==> config.mk <==
export PLATFORM = sky130hd
export DESIGN_NAME = controlFsm
export DESIGN_NICKNAME = d
export VERILOG_FILES = /design/src/design/cpuPkg.sv /design/src/design/controlFsm.sv
export SDC_FILE = /design/constraint.sdc
export NUM_CORES = 1
export LEC_CHECK = 0
export ABC_AREA = 1
export ABC_CLOCK_PERIOD_IN_PS = 4500
export BUFFER_PORTS_ARGS = -buffer_cell sky130_fd_sc_hd__buf_4
export CAP_MARGIN = 25
export CORE_MARGIN = 4
export CORE_UTILIZATION = 30
export CTS_BUF_LIST = sky130_fd_sc_hd__clkbuf_2
export CTS_CLUSTER_SIZE = 30
export DETAILED_ROUTE_END_ITERATION = 12
export GPL_TIMING_DRIVEN = 0
export SLEW_MARGIN = 20
export SYNTH_ARGS = -nofsm -noshare
export SYNTH_HDL_FRONTEND = slang
export SYNTH_SLANG_ARGS = --single-unit
==> constraint.sdc <==
create_clock -name clk -period 4.5 [get_ports clk]
set_input_delay 0.675 -clock clk [delete_from_list [all_inputs] [get_ports clk]]
set_output_delay 0.675 -clock clk [all_outputs]
set_load 0.05 [all_outputs]
==> src/design/cpuPkg.sv <==
package cpuPkg;

    localparam int dataWidth = 32;
    localparam int addrWidth = 24;
    localparam int regIndexWidth = 4;
    localparam int immWidth = 20;

    // codes 13 to 15 are free and run as no-operation
    typedef enum logic [3:0] {
        opAdd = 4'h0,
        opSub = 4'h1,
        opAnd = 4'h2,
        opOr = 4'h3,
        opXor = 4'h4,
        opShl = 4'h5,
        opShr = 4'h6,
        opSlt = 4'h7,
        opAddi = 4'h8,
        opLoad = 4'h9,
        opStore = 4'ha,
        opBeq = 4'hb,
        opHalt = 4'hc
    } opcodeT;

    typedef enum logic [2:0] {
        aluAdd = 3'd0,
        aluSub = 3'd1,
        aluAnd = 3'd2,
        aluOr = 3'd3,
        aluXor = 3'd4,
        aluShl = 3'd5,
        aluShr = 3'd6,
        aluSlt = 3'd7
    } aluOpT;

    typedef struct packed {
        opcodeT opcode;
        logic [regIndexWidth-1:0] rz;
        logic [regIndexWidth-1:0] rx;
        logic [regIndexWidth-1:0] ry;
        logic [15:0] unused;
    } rFormT;

    typedef struct packed {
        opcodeT opcode;
        logic [regIndexWidth-1:0] rz;
        logic [regIndexWidth-1:0] rx;
        logic signed [immWidth-1:0] imm;
    } iFormT;

    typedef union packed {
        rFormT rForm;
        iFormT iForm;
    } insnWordT;

    typedef enum logic [2:0] {
        stateIdle,
        stateFetch,
        stateDecode,
        stateExecute,
        stateMemory,
        stateWriteback,
        stateHalted
    } cpuStateT;

    typedef struct packed {
        logic write;
        logic [addrWidth-1:0] addr;
        logic [dataWidth-1:0] wdata;
    } loaderReqT;

endpackage

==> src/design/controlFsm.sv <==
`timescale 1ns/1ps

module controlFsm (
    input  logic clk,
    input  logic rstN,
    input  logic start,
    input  logic [cpuPkg::dataWidth-1:0] memRdata,
    input  logic [cpuPkg::addrWidth-1:0] pc,
    input  logic [cpuPkg::dataWidth-1:0] valueZ,
    input  logic [cpuPkg::dataWidth-1:0] valueX,
    input  logic [cpuPkg::dataWidth-1:0] valueY,
    input  logic [cpuPkg::dataWidth-1:0] aluResult,
    input  logic aluEqual,
    output logic pcClear,
    output logic pcIncrement,
    output logic pcLoad,
    output logic [cpuPkg::addrWidth-1:0] branchTarget,
    output logic coreSel,
    output logic [cpuPkg::addrWidth-1:0] memAddr,
    output logic memWrite,
    output logic [cpuPkg::dataWidth-1:0] memWdata,
    output logic regWrite,
    output logic [cpuPkg::dataWidth-1:0] regWdata,
    output logic [cpuPkg::regIndexWidth-1:0] indexZ,
    output logic [cpuPkg::regIndexWidth-1:0] indexX,
    output logic [cpuPkg::regIndexWidth-1:0] indexY,
    output cpuPkg::aluOpT aluOp,
    output logic [cpuPkg::dataWidth-1:0] aluA,
    output logic [cpuPkg::dataWidth-1:0] aluB,
    output logic busy,
    output logic halted
);

    cpuPkg::cpuStateT state;
    cpuPkg::cpuStateT stateNext;
    cpuPkg::insnWordT insn;
    cpuPkg::insnWordT cur;
    cpuPkg::opcodeT opcode;
    logic [cpuPkg::dataWidth-1:0] result;
    logic [cpuPkg::dataWidth-1:0] immExt;
    logic branchTaken;
    logic regForm;
    logic memOp;

    // in DECODE the word is still on the memory output, later it comes from the latch
    assign cur = (state == cpuPkg::stateDecode) ? cpuPkg::insnWordT'(memRdata) : insn;
    assign opcode = cur.rForm.opcode;
    assign regForm = ~opcode[3]; // top half of the opcode space is immediate form
    assign memOp = (opcode == cpuPkg::opLoad) || (opcode == cpuPkg::opStore);
    assign immExt = {{(cpuPkg::dataWidth - cpuPkg::immWidth){cur.iForm.imm[cpuPkg::immWidth-1]}},
                     cur.iForm.imm};

    assign indexZ = cur.rForm.rz;
    assign indexX = cur.iForm.rx;
    assign indexY = regForm ? cur.rForm.ry : '0;

    assign aluOp = regForm ? cpuPkg::aluOpT'(opcode[2:0]) : cpuPkg::aluAdd;
    assign aluA = valueX;
    always_comb begin
        if (regForm) begin
            aluB = valueY;
        end else if (opcode == cpuPkg::opBeq) begin
            aluB = valueZ; // equal flag then compares rZ with rX
        end else begin
            aluB = immExt;
        end
    end

    always_ff @(posedge clk or negedge rstN) begin
        if (!rstN) begin
            state <= cpuPkg::stateIdle;
            branchTaken <= 1'b0;
        end else begin
            state <= stateNext;
            if (state == cpuPkg::stateExecute) begin
                branchTaken <= aluEqual;
            end
        end
    end

    always_ff @(posedge clk) begin
        if (state == cpuPkg::stateDecode) begin
            insn <= cur;
        end
        if (state == cpuPkg::stateExecute) begin
            result <= aluResult; // address for LOAD/STORE, value for the rest
        end
    end

    always_comb begin
        stateNext = state;
        case (state)
            cpuPkg::stateIdle, cpuPkg::stateHalted: begin
                if (start) begin
                    stateNext = cpuPkg::stateFetch;
                end
            end
            cpuPkg::stateFetch: stateNext = cpuPkg::stateDecode;
            cpuPkg::stateDecode: stateNext = cpuPkg::stateExecute;
            cpuPkg::stateExecute: begin
                if (opcode == cpuPkg::opHalt) begin
                    stateNext = cpuPkg::stateHalted;
                end else if (memOp) begin
                    stateNext = cpuPkg::stateMemory;
                end else begin
                    stateNext = cpuPkg::stateWriteback;
                end
            end
            cpuPkg::stateMemory: stateNext = cpuPkg::stateWriteback;
            cpuPkg::stateWriteback: stateNext = cpuPkg::stateFetch;
            default: stateNext = cpuPkg::stateIdle;
        endcase
    end

    assign halted = (state == cpuPkg::stateHalted);
    assign busy = (state != cpuPkg::stateIdle) && !halted;
    assign coreSel = busy;
    assign pcClear = start && !busy; // every run begins at address 0

    assign memAddr = (state == cpuPkg::stateMemory) ? result[cpuPkg::addrWidth-1:0] : pc;
    assign memWrite = (state == cpuPkg::stateMemory) && (opcode == cpuPkg::opStore);
    assign memWdata = valueZ;

    assign regWrite = (state == cpuPkg::stateWriteback) &&
                      (regForm || opcode == cpuPkg::opAddi || opcode == cpuPkg::opLoad);
    assign regWdata = (opcode == cpuPkg::opLoad) ? memRdata : result; // load data lands now

    assign branchTarget = pc + 1'b1 + immExt[cpuPkg::addrWidth-1:0];
    assign pcLoad = (state == cpuPkg::stateWriteback) && (opcode == cpuPkg::opBeq) && branchTaken;
    assign pcIncrement = (state == cpuPkg::stateWriteback) && !pcLoad;

endmodule

==> results.json, run 1 <==
{
  "cp.arrival_ns": 3.54,
  "grt_pass1_vias": 6839,
  "ios": 387,
  "use_met3_pct": 3.62,
  "final_common_cell": "buf_4",
  "firstDrtPassIters": 5,
  "fin_skew_ns": 0.0291,
  "start_kind": "register",
  "antenna_found_initial": 2,
  "fin_crit_sh_pct": 93.8,
  "whs_path_depth": 1,
  "hp-class": "primary input to register",
  "dpl_cell_area_um2": 9190,
  "io_buffers": 354,
  "viasPerCell": 4.56,
  "status": "finished clean",
  "grt_max_degree": 24,
  "r2r_cells": 13,
  "yosys_warnings": 0,
  "grtUsageMet1_pct": 27.6,
  "ys_seq_area_share_pct": 32.9,
  "final.setup.tns_ns": 0,
  "wl_per_cell_um": 17.5,
  "first_iter_violations": 392,
  "period_minus_slack_ns": 4.22,
  "syn_to_final_growth_pct": 53.9,
  "cts_root_buffer": "clkbuf_2",
  "power_density_nw_per_um2": 881,
  "drive_gt1_share_pct": 39.2,
  "syn_area_um2": 6140,
  "critPathKind": "register to primary output",
  "whs_ns": 0.246,
  "die_h_um": 151,
  "gp_congestion": 0.899,
  "dpl.hpwl_um": 23200,
  "start_util_pct": 30.4,
  "drt-total-wl_um": 27200,
  "antenna_left": 0,
  "final_cells": 1552,
  "gr-usage-met2_pct": 39.0,
  "synth-seq-cells": 68,
  "hold_start": "aluResult[28]",
  "rsz0062_at_grt": "false",
  "rows": 52,
  "overflow": 0,
  "report.final.slew_viol_count": 0,
  "cp-startpoint": "state[1]",
  "fillers": 2136,
  "max_slew.worst_pin.slew_ns": 0.669,
  "synth-edff-count": 64,
  "final_cell_mix": "buf_4 (434), nand2_1 (262), inv_1 (122), nor2_1 (79), o21ai_0 (68)",
  "final_area_um2": 9450,
  "cts_max_level": 3,
  "cts_tree": "yes",
  "cts_sinks": 68,
  "die_width_um": 151,
  "fin_nets": 1488,
  "avgSynthCellArea_um2": 6.80,
  "synth_flop_cell": "edfxtp_1",
  "r2r_start": "state[2]",
  "cp-end-kind": "primary output",
  "synth.top_cell.area_share_pct": 31.3,
  "crit_fanout": 10,
  "ir_worst_vdd_uv": 676,
  "clockBufferDepth": 2,
  "drv_cap": 0,
  "clkTransAtPathRegs_ns": 0.23,
  "synthDistinctLibCells": 34,
  "track_usage_pct": 22.3,
  "dp_cells": 1529,
  "syn_nets": 1116,
  "p_leak_nw": 5.04,
  "worstPathRequired_ns": 3.83,
  "clk_latency_ns": 0.58,
  "syn_inst": 903,
  "max_freq_mhz": 237,
  "fp.coreArea_um2": 20200,
  "dieArea_um2": 22800,
  "synth_top_area_cell": "edfxtp_1",
  "slew_headroom_pct": 55.4,
  "utilization_pct": 46.8,
  "drc": 0,
  "async_flop_share_pct": 5.88,
  "finalSetupViolations": 0,
  "r2r_setup_slack_ns": 2.22,
  "yosys-top-cells-area": "edfxtp_1 (31%), nand2_1 (16%), buf_4 (9.3%)",
  "grt_pass1_wl_um": 38300,
  "vias": 7077,
  "top_usage_layer": "met2",
  "cts_buffers": 9,
  "timing_hold_violations_final": 0
}
==> worst paths after layout <==
| check | end |
|---|---|
| max | branchTarget[14] |
| min | result[28] |
| max reg2reg | state[0] |
| min reg2reg | insn[20] |
| max in group asynchronous | state[1] |
| min in group asynchronous | state[0] |
==> state kept, by name (all words and copies together) (netlist names) <==
name         cells
branchTaken      1
insn            32
result          32
state            3
==> cell families (layout without fill, tap and decap cells) <==
group / after synthesis / count (layout) / share of synthesized area [%]
XOR/XNOR: 14 / 14 / 2.00
buffers and inverters: 231 / 607 / 19.7
other: 0 / 2 / 0
AO/OA/AOI/OAI: 159 / 159 / 13.2
flip-flops: 68 / 68 / 32.9
adder cells (fa/ha/maj): 25 / 25 / 5.22
AND/OR/NAND/NOR: 406 / 407 / 26.9
==> power by group <==
part | switching (W) | internal, W | total (W)
combinational | 0.00490 | 0.00194 | 0.00684
sequential | 0.0000648 | 0.000977 | 0.00104
clock | 0.000257 | 0.000182 | 0.000439
==> critical path: stages (launching register included) <==
cell	delay, ns
dfrtp_2	0.53
nand3_4	0.14
buf_6	0.16
buf_4	0.19
o21ai_1	0.13
ha_1	0.24
fa_1	0.42
nor2_1	0.15
nand2_1	0.06
nand2_1	0.14
nand2_1	0.07
nand2_1	0.13
nand2_1	0.07
nand3_1	0.09
xor2_1	0.20
buf_4	0.23
==> layout make-up <==
class	count	area [µm²]	area share (%)
diodes	2	5.00	0.0530
plain buffers	103	728	7.71
clock buffers	9	45.0	0.477
clock inverters	7	90.1	0.954
inverters	128	483	5.11
multi-input cells	605	2990	31.7
flip-flops and latches	68	2030	21.4
well taps	270	338	3.58
repair buffers	360	2740	29.0
==> routing by layer <==
metal,routed length [µm],vias up
met2,13500,275
met1,10800,3192
met4,839,0
met3,2010,41
li1,-,3569
met5,0,-
==> timing repair <==
item,CTS,global route
buffers inserted,1,2
setup endpoints to repair,16,18
gates resized for setup,7,32
endpoints found under the hold margin,4,0
pin swaps,1,0
gates cloned,1,0
hold buffers,1,0
==> stage by stage <==
stage / power [W] / setup WS (ns)
floorplan: 0.00572 / 0.301
detailed placement: 0.00781 / 0.375
finish: 0.00832 / 0.281
global placement: 0.00775 / 0.0166
global route: 0.00881 / 0.0184
CTS: 0.00830 / 0.0316
==> cells in the mapped netlist, types with 3 or more instances <==
master / n
nor3_1: 9
nand2_2: 6
nand2_1: 262
o21ai_1: 28
a21oi_1: 40
dfrtp_1: 4
buf_6: 5
o21ai_0: 85
edfxtp_1: 64
nand4_1: 8
buf_1: 5
inv_2: 4
xnor2_1: 3
nor2_1: 80
buf_2: 9
buf_4: 76
nand3_1: 33
ha_1: 24
clkbuf_1: 7
xor2_1: 11
inv_1: 123
No activity file was read; power rests on OpenSTA's default activity.
==> run 2: changes to the inputs <==
- ABC_AREA: 1 -> unset
- CORE_AREA: unset -> 4 4 149 151
- CORE_MARGIN: 4 -> unset
- CORE_UTILIZATION: 30 -> unset
- DIE_AREA: unset -> 0 0 153 155
==> run 2 against run 1 <==
Clock-buffer cell count is 1 higher. Clock power is 11% lower. Largest power group unchanged. Synthesized area is 5.5% lower. Via count is 18% lower. Total power is 2.4% lower. Routed wire length is 12% lower. Sequential cell count stayed put. Core utilization is 1.6 points higher. First-iteration DRC count is 47% lower. Highest routed layer unchanged. Final area is 6.8% higher. Synthesized cell count is 37% lower.
==> results.json, run 2 <==
{
  "synth-edff-count": 64,
  "cts_buffers": 9,
  "grtUsageMet1_pct": 23.1,
  "p_clk_share_pct": 4.8,
  "wl_per_cell_um": 19.0,
  "track_usage_pct": 18.8,
  "max_slew.worst_pin.slew_ns": 0.922,
  "yosysMostFrequentCell": "buf_4",
  "path_depth": 14,
  "rows": 53,
  "drv_cap": 0,
  "async_flop_share_pct": 5.88,
  "finalSetupViolations": 0,
  "grt_pass1_wl_um": 34500,
  "gr-usage-met2_pct": 31.8,
  "cts_tree": "yes",
  "firstDrtPassIters": 4,
  "final_area_um2": 10100,
  "hp-class": "primary input to register",
  "cpMaxStageDelayCell": "dfrtp_1",
  "top_usage_layer": "met2",
  "power.total_w": 0.00812,
  "ys_seq_area_share_pct": 34.9,
  "crit_fanout": 6,
  "die_width_um": 153,
  "synth-seq-cells": 68,
  "slew_headroom_pct": 38.5,
  "worst-path-buf-inv": 3,
  "fin_skew_ns": 0.0140,
  "antenna_found_initial": 0,
  "critPathCapture": "branchTarget[17]",
  "status": "finished clean",
  "syn_inst": 565,
  "clockBufferDepth": 2,
  "ir_worst_vdd_uv": 351,
  "ios": 387,
  "timing_hold_violations_final": 0,
  "first_iter_violations": 207,
  "drive_gt1_share_pct": 67.3,
  "die_h_um": 155,
  "yosys_warnings": 0,
  "r2r_end": "insn[20]",
  "crit_path_max_incr_delay_ns": 0.43,
  "overflow": 0,
  "synth_flop_cell": "edfxtp_1",
  "syn_to_final_growth_pct": 73.9,
  "fp.coreArea_um2": 20800,
  "start_kind": "register",
  "netlist_top_cells_count": "buf_4 (74), edfxtp_1 (64), nor2_1 (56)",
  "switching_share_pct": 55.5,
  "avgSynthCellArea_um2": 10.3,
  "cts_root_buffer": "clkbuf_2",
  "worstPathRequired_ns": 3.83,
  "synthDistinctLibCells": 59,
  "dpl_cell_area_um2": 8900,
  "cts_sinks": 68,
  "intPower_w": 0.00361,
  "pwr-share-seq_pct": 12.6,
  "path_cells": "nand2b_4 -> nor2_8 -> buf_12 -> buf_12 -> mux2_4 -> ha_4 -> nand4_1 -> a211oi_2 -> nor2_2 -> and2_4 -> o31a_1 -> o311a_1 -> xnor2_2 -> buf_6",
  "final.setup.tns_ns": 0,
  "cp-end-kind": "primary output",
  "use_met3_pct": 5.76,
  "cp_top_family": "compound AO/OA/AOI/OAI gates",
  "rsz0062_at_grt": "true",
  "synth.top_cell.area_share_pct": 33.1,
  "syn_area_um2": 5800,
  "report.final.slew_viol_count": 0,
  "cts_max_level": 3,
  "p_sw_w": 0.00451,
  "grt_pass1_vias": 5772,
  "yosys-top-cells-area": "edfxtp_1 (33%), buf_4 (9.6%), mux2_2 (8.9%)",
  "whs_ns": 0.265,
  "critPathKind": "register to primary output",
  "synth_top_area_cell": "edfxtp_1",
  "reg.largest.list": "insn (32), result (32), state (3)",
  "dieArea_um2": 23700,
  "r2r_setup_slack_ns": 2.37,
  "max_freq_mhz": 225,
  "viasPerCell": 4.60,
  "power_density_nw_per_um2": 805,
  "fin_crit_sh_pct": 98.7,
  "dpl.hpwl_um": 18600,
  "start_util_pct": 27.9,
  "antenna_cells": 0,
  "r2r_start": "state[2]",
  "cpMostUsedCell": "buf_12",
  "io_buffers": 354,
  "fin_nets": 1191,
  "drt-total-wl_um": 24000,
  "r2r_cells": 8,
  "cp.arrival_ns": 3.77,
  "clkTransAtPathRegs_ns": 0.23,
  "drc": 0,
  "gp_congestion": 0.846,
  "antenna_left": 0,
  "syn_nets": 778,
  "final_cell_mix": "buf_4 (459), edfxtp_1 (64), nor2_1 (54), mux2_4 (44), a21oi_1 (37)",
  "vias": 5785,
  "hold_start": "aluResult[22]",
  "period_minus_slack_ns": 4.44,
  "fillers": 2015,
  "cp-startpoint": "state[2]",
  "final_common_cell": "buf_4",
  "p_leak_nw": 4.72,
  "grt_max_degree": 21,
  "utilization_pct": 48.5,
  "comb_power_share_pct": 82.6,
  "clk_latency_ns": 0.55
}
-- run 2: power groups by stage --
stage,sequential (W),combinational (W),clock [W]
after CTS,0.00103,0.00656,0.000416
after global placement,0.00104,0.00579,0
after detailed placement,0.00104,0.00585,0
final,0.00103,0.00671,0.000391
after global routing,0.00104,0.00704,0.000437
after floorplan,0.00101,0.00413,0
-- run 2: what timing repair did --
item / in CTS / in global routing
hold buffers: 1 / 0
gates resized for setup: 91 / 33
setup endpoints to repair: 20 / 13
endpoints found under the hold margin: 4 / 0
cloned: 3 / 0
pin swaps: 33 / 26
setup buffers: 35 / 11
-- run 2: worst min path at each step --
| stage | to | slack (ns) | cells after the start |
|---|---|---|---|
| finish | result[22] | 0.26 | 1 |
| global route | result[17] | 0.17 | 1 |
| CTS | result[21] | 0.18 | 1 |
| detailed placement | state[1] | 0.48 | 1 |
| global placement | state[1] | 0.48 | 1 |
| floorplan | branchTaken | 0.38 | 0 |
-- run 2: cell type report --
class | count | area, µm² | area share [%]
Clock buffer | 10 | 50.0 | 0.496
Sequential cell | 68 | 2020 | 20.0
Tap cell | 275 | 344 | 3.41
Timing Repair Buffer | 405 | 3200 | 31.7
Multi-Input combinational cell | 379 | 3580 | 35.5
Clock inverter | 6 | 65.1 | 0.645
Inverter | 19 | 71.3 | 0.707
Buffer | 96 | 752 | 7.45
-- run 2: kinds of logic (layout without fill, tap and decap cells) --
| logic type | after synthesis | after routing | synth area share [%] |
|---|---|---|---|
| buf+inv | 118 | 536 | 13.4 |
| simple gates | 125 | 125 | 10.1 |
| compound gates | 105 | 105 | 10.9 |
| fa+ha+maj | 25 | 25 | 5.52 |
| flops | 68 | 68 | 34.9 |
| xor+xnor | 23 | 23 | 3.47 |
| mux | 101 | 101 | 21.7 |
-- run 2: metal layers --
| metal | routed length [µm] | share of wire, % |
|---|---|---|
| met1 | 9900 | 41 |
| met2 | 11600 | 48 |
| met3 | 1870 | 7.8 |
| met4 | 581 | 2.4 |
| met5 | 0 | 0 |
-- run 2: stage by stage --
| step | setup WS, ns | instances |
|---|---|---|
| 6_report | 0.0583 | 1258 |
| 5_1_grt | -0.165 | 1258 |
| 4_1_cts | -0.182 | 1248 |
| 3_5_place_dp | -0.569 | 1196 |
| 3_3_place_gp | -0.964 | 1194 |
| 2_1_floorplan | -0.0723 | 565 |
==> run 3: changes to the inputs <==
- PLACE_DENSITY_LB_ADDON: unset -> 0.3
==> run 3 against run 2 <==
Clock skew is 0.021 ns higher. Critical endpoint is now branchTarget[20]. Routed wire length rose by 0.67%. Worst setup slack got worse by 0.0037 ns. Core utilization down 0.95 points. Largest cell class unchanged. Critical path type unchanged. Final area decreased by 2.0%. Die area is the same. Sequential power hardly changed.
==> results.json, run 3 (synthesis gave the netlist of run 2 again) <==
{
  "status": "finished clean",
  "track_usage_pct": 18.9,
  "max_slew.worst_pin.slew_ns": 0.854,
  "p_leak_nw": 4.66,
  "fin_skew_ns": 0.0354,
  "drc": 0,
  "dp_cells": 1196,
  "grt_max_degree": 21,
  "critPathKind": "register to primary output",
  "final_common_cell": "buf_4",
  "ios": 387,
  "dpl.hpwl_um": 18800,
  "crit_fanout": 7,
  "grt_pass1_vias": 5833,
  "overflow": 0,
  "fin_nets": 1186,
  "first_iter_violations": 189,
  "start_kind": "register",
  "clkTransAtPathRegs_ns": 0.24,
  "wl_per_cell_um": 19.2,
  "max_freq_mhz": 225,
  "p_clk_share_pct": 4.7,
  "fin_crit_sh_pct": 98.8,
  "fp.coreArea_um2": 20800,
  "antenna_found_initial": 0,
  "comb_power_share_pct": 82.4,
  "cp-end-kind": "primary output",
  "cts_tree": "yes",
  "power_density_nw_per_um2": 802,
  "clockBufferDepth": 2,
  "rows": 53,
  "viasPerCell": 4.64,
  "timing_hold_violations_final": 0,
  "grt_pass1_wl_um": 34700,
  "die_h_um": 155,
  "place_worst_setup_slack_ns": -0.763,
  "switching_share_pct": 55.8,
  "worstPathRequired_ns": 3.83,
  "io_buffers": 354,
  "slew_headroom_pct": 43.1,
  "fillers": 1962,
  "cp.arrival_ns": 3.77,
  "hp-class": "primary input to register",
  "setup_slack_ns": 0.0546,
  "period_minus_slack_ns": 4.45,
  "intPower_w": 0.00351,
  "gp_congestion": 0.876,
  "cts_max_level": 3,
  "cts_buffers": 9,
  "grtUsageMet1_pct": 24.0,
  "cts_root_buffer": "clkbuf_2",
  "dieArea_um2": 23700,
  "power.total_w": 0.00794,
  "reg.largest.list": "insn (32), result (32), state (3)",
  "die_width_um": 153,
  "drv_cap": 0,
  "gr-usage-met2_pct": 32.0,
  "drt-total-wl_um": 24100,
  "final_cells": 1253,
  "pwr-share-seq_pct": 12.9,
  "multi_input_area_um2": 3460,
  "syn_to_final_growth_pct": 70.5,
  "firstDrtPassIters": 4,
  "drive_gt1_share_pct": 66.1,
  "clk_latency_ns": 0.55,
  "finalSetupViolations": 0,
  "use_met3_pct": 5.15,
  "vias": 5808,
  "cts_sinks": 68,
  "antenna_left": 0,
  "antenna_cells": 0,
  "whs_ns": 0.278,
  "ir_worst_vdd_uv": 377,
  "report.final.slew_viol_count": 0,
  "rsz0062_at_grt": "true",
  "start_util_pct": 27.9,
  "p_sw_w": 0.00443,
  "area.sequential_um2": 2020,
  "final_cell_mix": "buf_4 (460), edfxtp_1 (64), nor2_1 (55), a21oi_1 (41), mux2_4 (40)",
  "top_usage_layer": "met2"
}
==> run 3: changes by cell type in the layout (fill, tap and decap cells not counted), sizes merged <==
cell / previous run / this run
buf: 492 / 487
bufbuf: 1 / 2
clkinvlp: 1 / 0
==> run 3: path summary, 6_finish.rpt <==
check / startpoint / endpoint / slack [ns] / cells past startpoint
worst max-delay path: state[1] / branchTarget[20] / 0.05 / 15
worst min-delay path: aluResult[3] / result[3] / 0.28 / 1
worst max register to register: state[2] / state[0] / 2.36 / 9
worst min register to register: branchTaken / branchTaken / 0.60 / 2
max in group asynchronous: rstN / state[1] / 3.91 / 2
min in group asynchronous: rstN / state[1] / 0.48 / 2
==> run 3: what timing repair did <==
item,in CTS,in global routing
buffers inserted,26,15
pin swaps,21,18
gates cloned,3,0
endpoints found under the setup margin,18,11
resized for setup,82,22
hold buffers,1,0
hold endpoints to repair,4,0
==> run 3: routing by layer <==
layer  routed length [µm]  part of all wire [%]
met5                    0                     0
met4                  433                   1.8
met3                 1810                   7.5
met2                11700                    48
met1                10200                    42
==> run 3: power by group through the flow <==
stage | clock network [W] | registers [W] | logic [W]
after floorplan | 0 | 0.00101 | 0.00413
after global placement | 0 | 0.00104 | 0.00577
after detailed placement | 0 | 0.00104 | 0.00583
after CTS | 0.000405 | 0.00102 | 0.00640
after global routing | 0.000424 | 0.00104 | 0.00686
final | 0.000374 | 0.00102 | 0.00654
==> run 3: area by class of cell <==
class | instances | area share [%]
buffer | 96 | 7.61
clock buffer | 11 | 0.556
clock inverter | 5 | 0.531
inverter | 19 | 0.721
multi-input combinational | 379 | 35.0
sequential | 68 | 20.5
tap | 275 | 3.48
timing repair buffer | 400 | 31.7
==> run 3: stage by stage <==
stage	instance area [µm²]	TNS, ns	util (%)
CTS	9670	-0.163	46.4
detailed placement	8900	-4.10	42.7
global placement	8850	-5.36	42.5
global route	9890	-0.764	47.5
floorplan	5850	-0.134	-
finish	9890	0	47.5
==> run 3: worst max-delay path, cell delays in order (launching register included) <==
cell	delay [ns]
dfrtp_2	0.47
nand2b_4	0.10
nor2_8	0.04
buf_12	0.14
buf_12	0.14
mux2i_4	0.20
ha_4	0.18
fa_2	0.40
nor2b_4	0.14
nor3_2	0.04
o21a_2	0.21
o31a_1	0.33
o21ai_4	0.28
a311oi_2	0.18
xnor2_2	0.20
buf_6	0.18
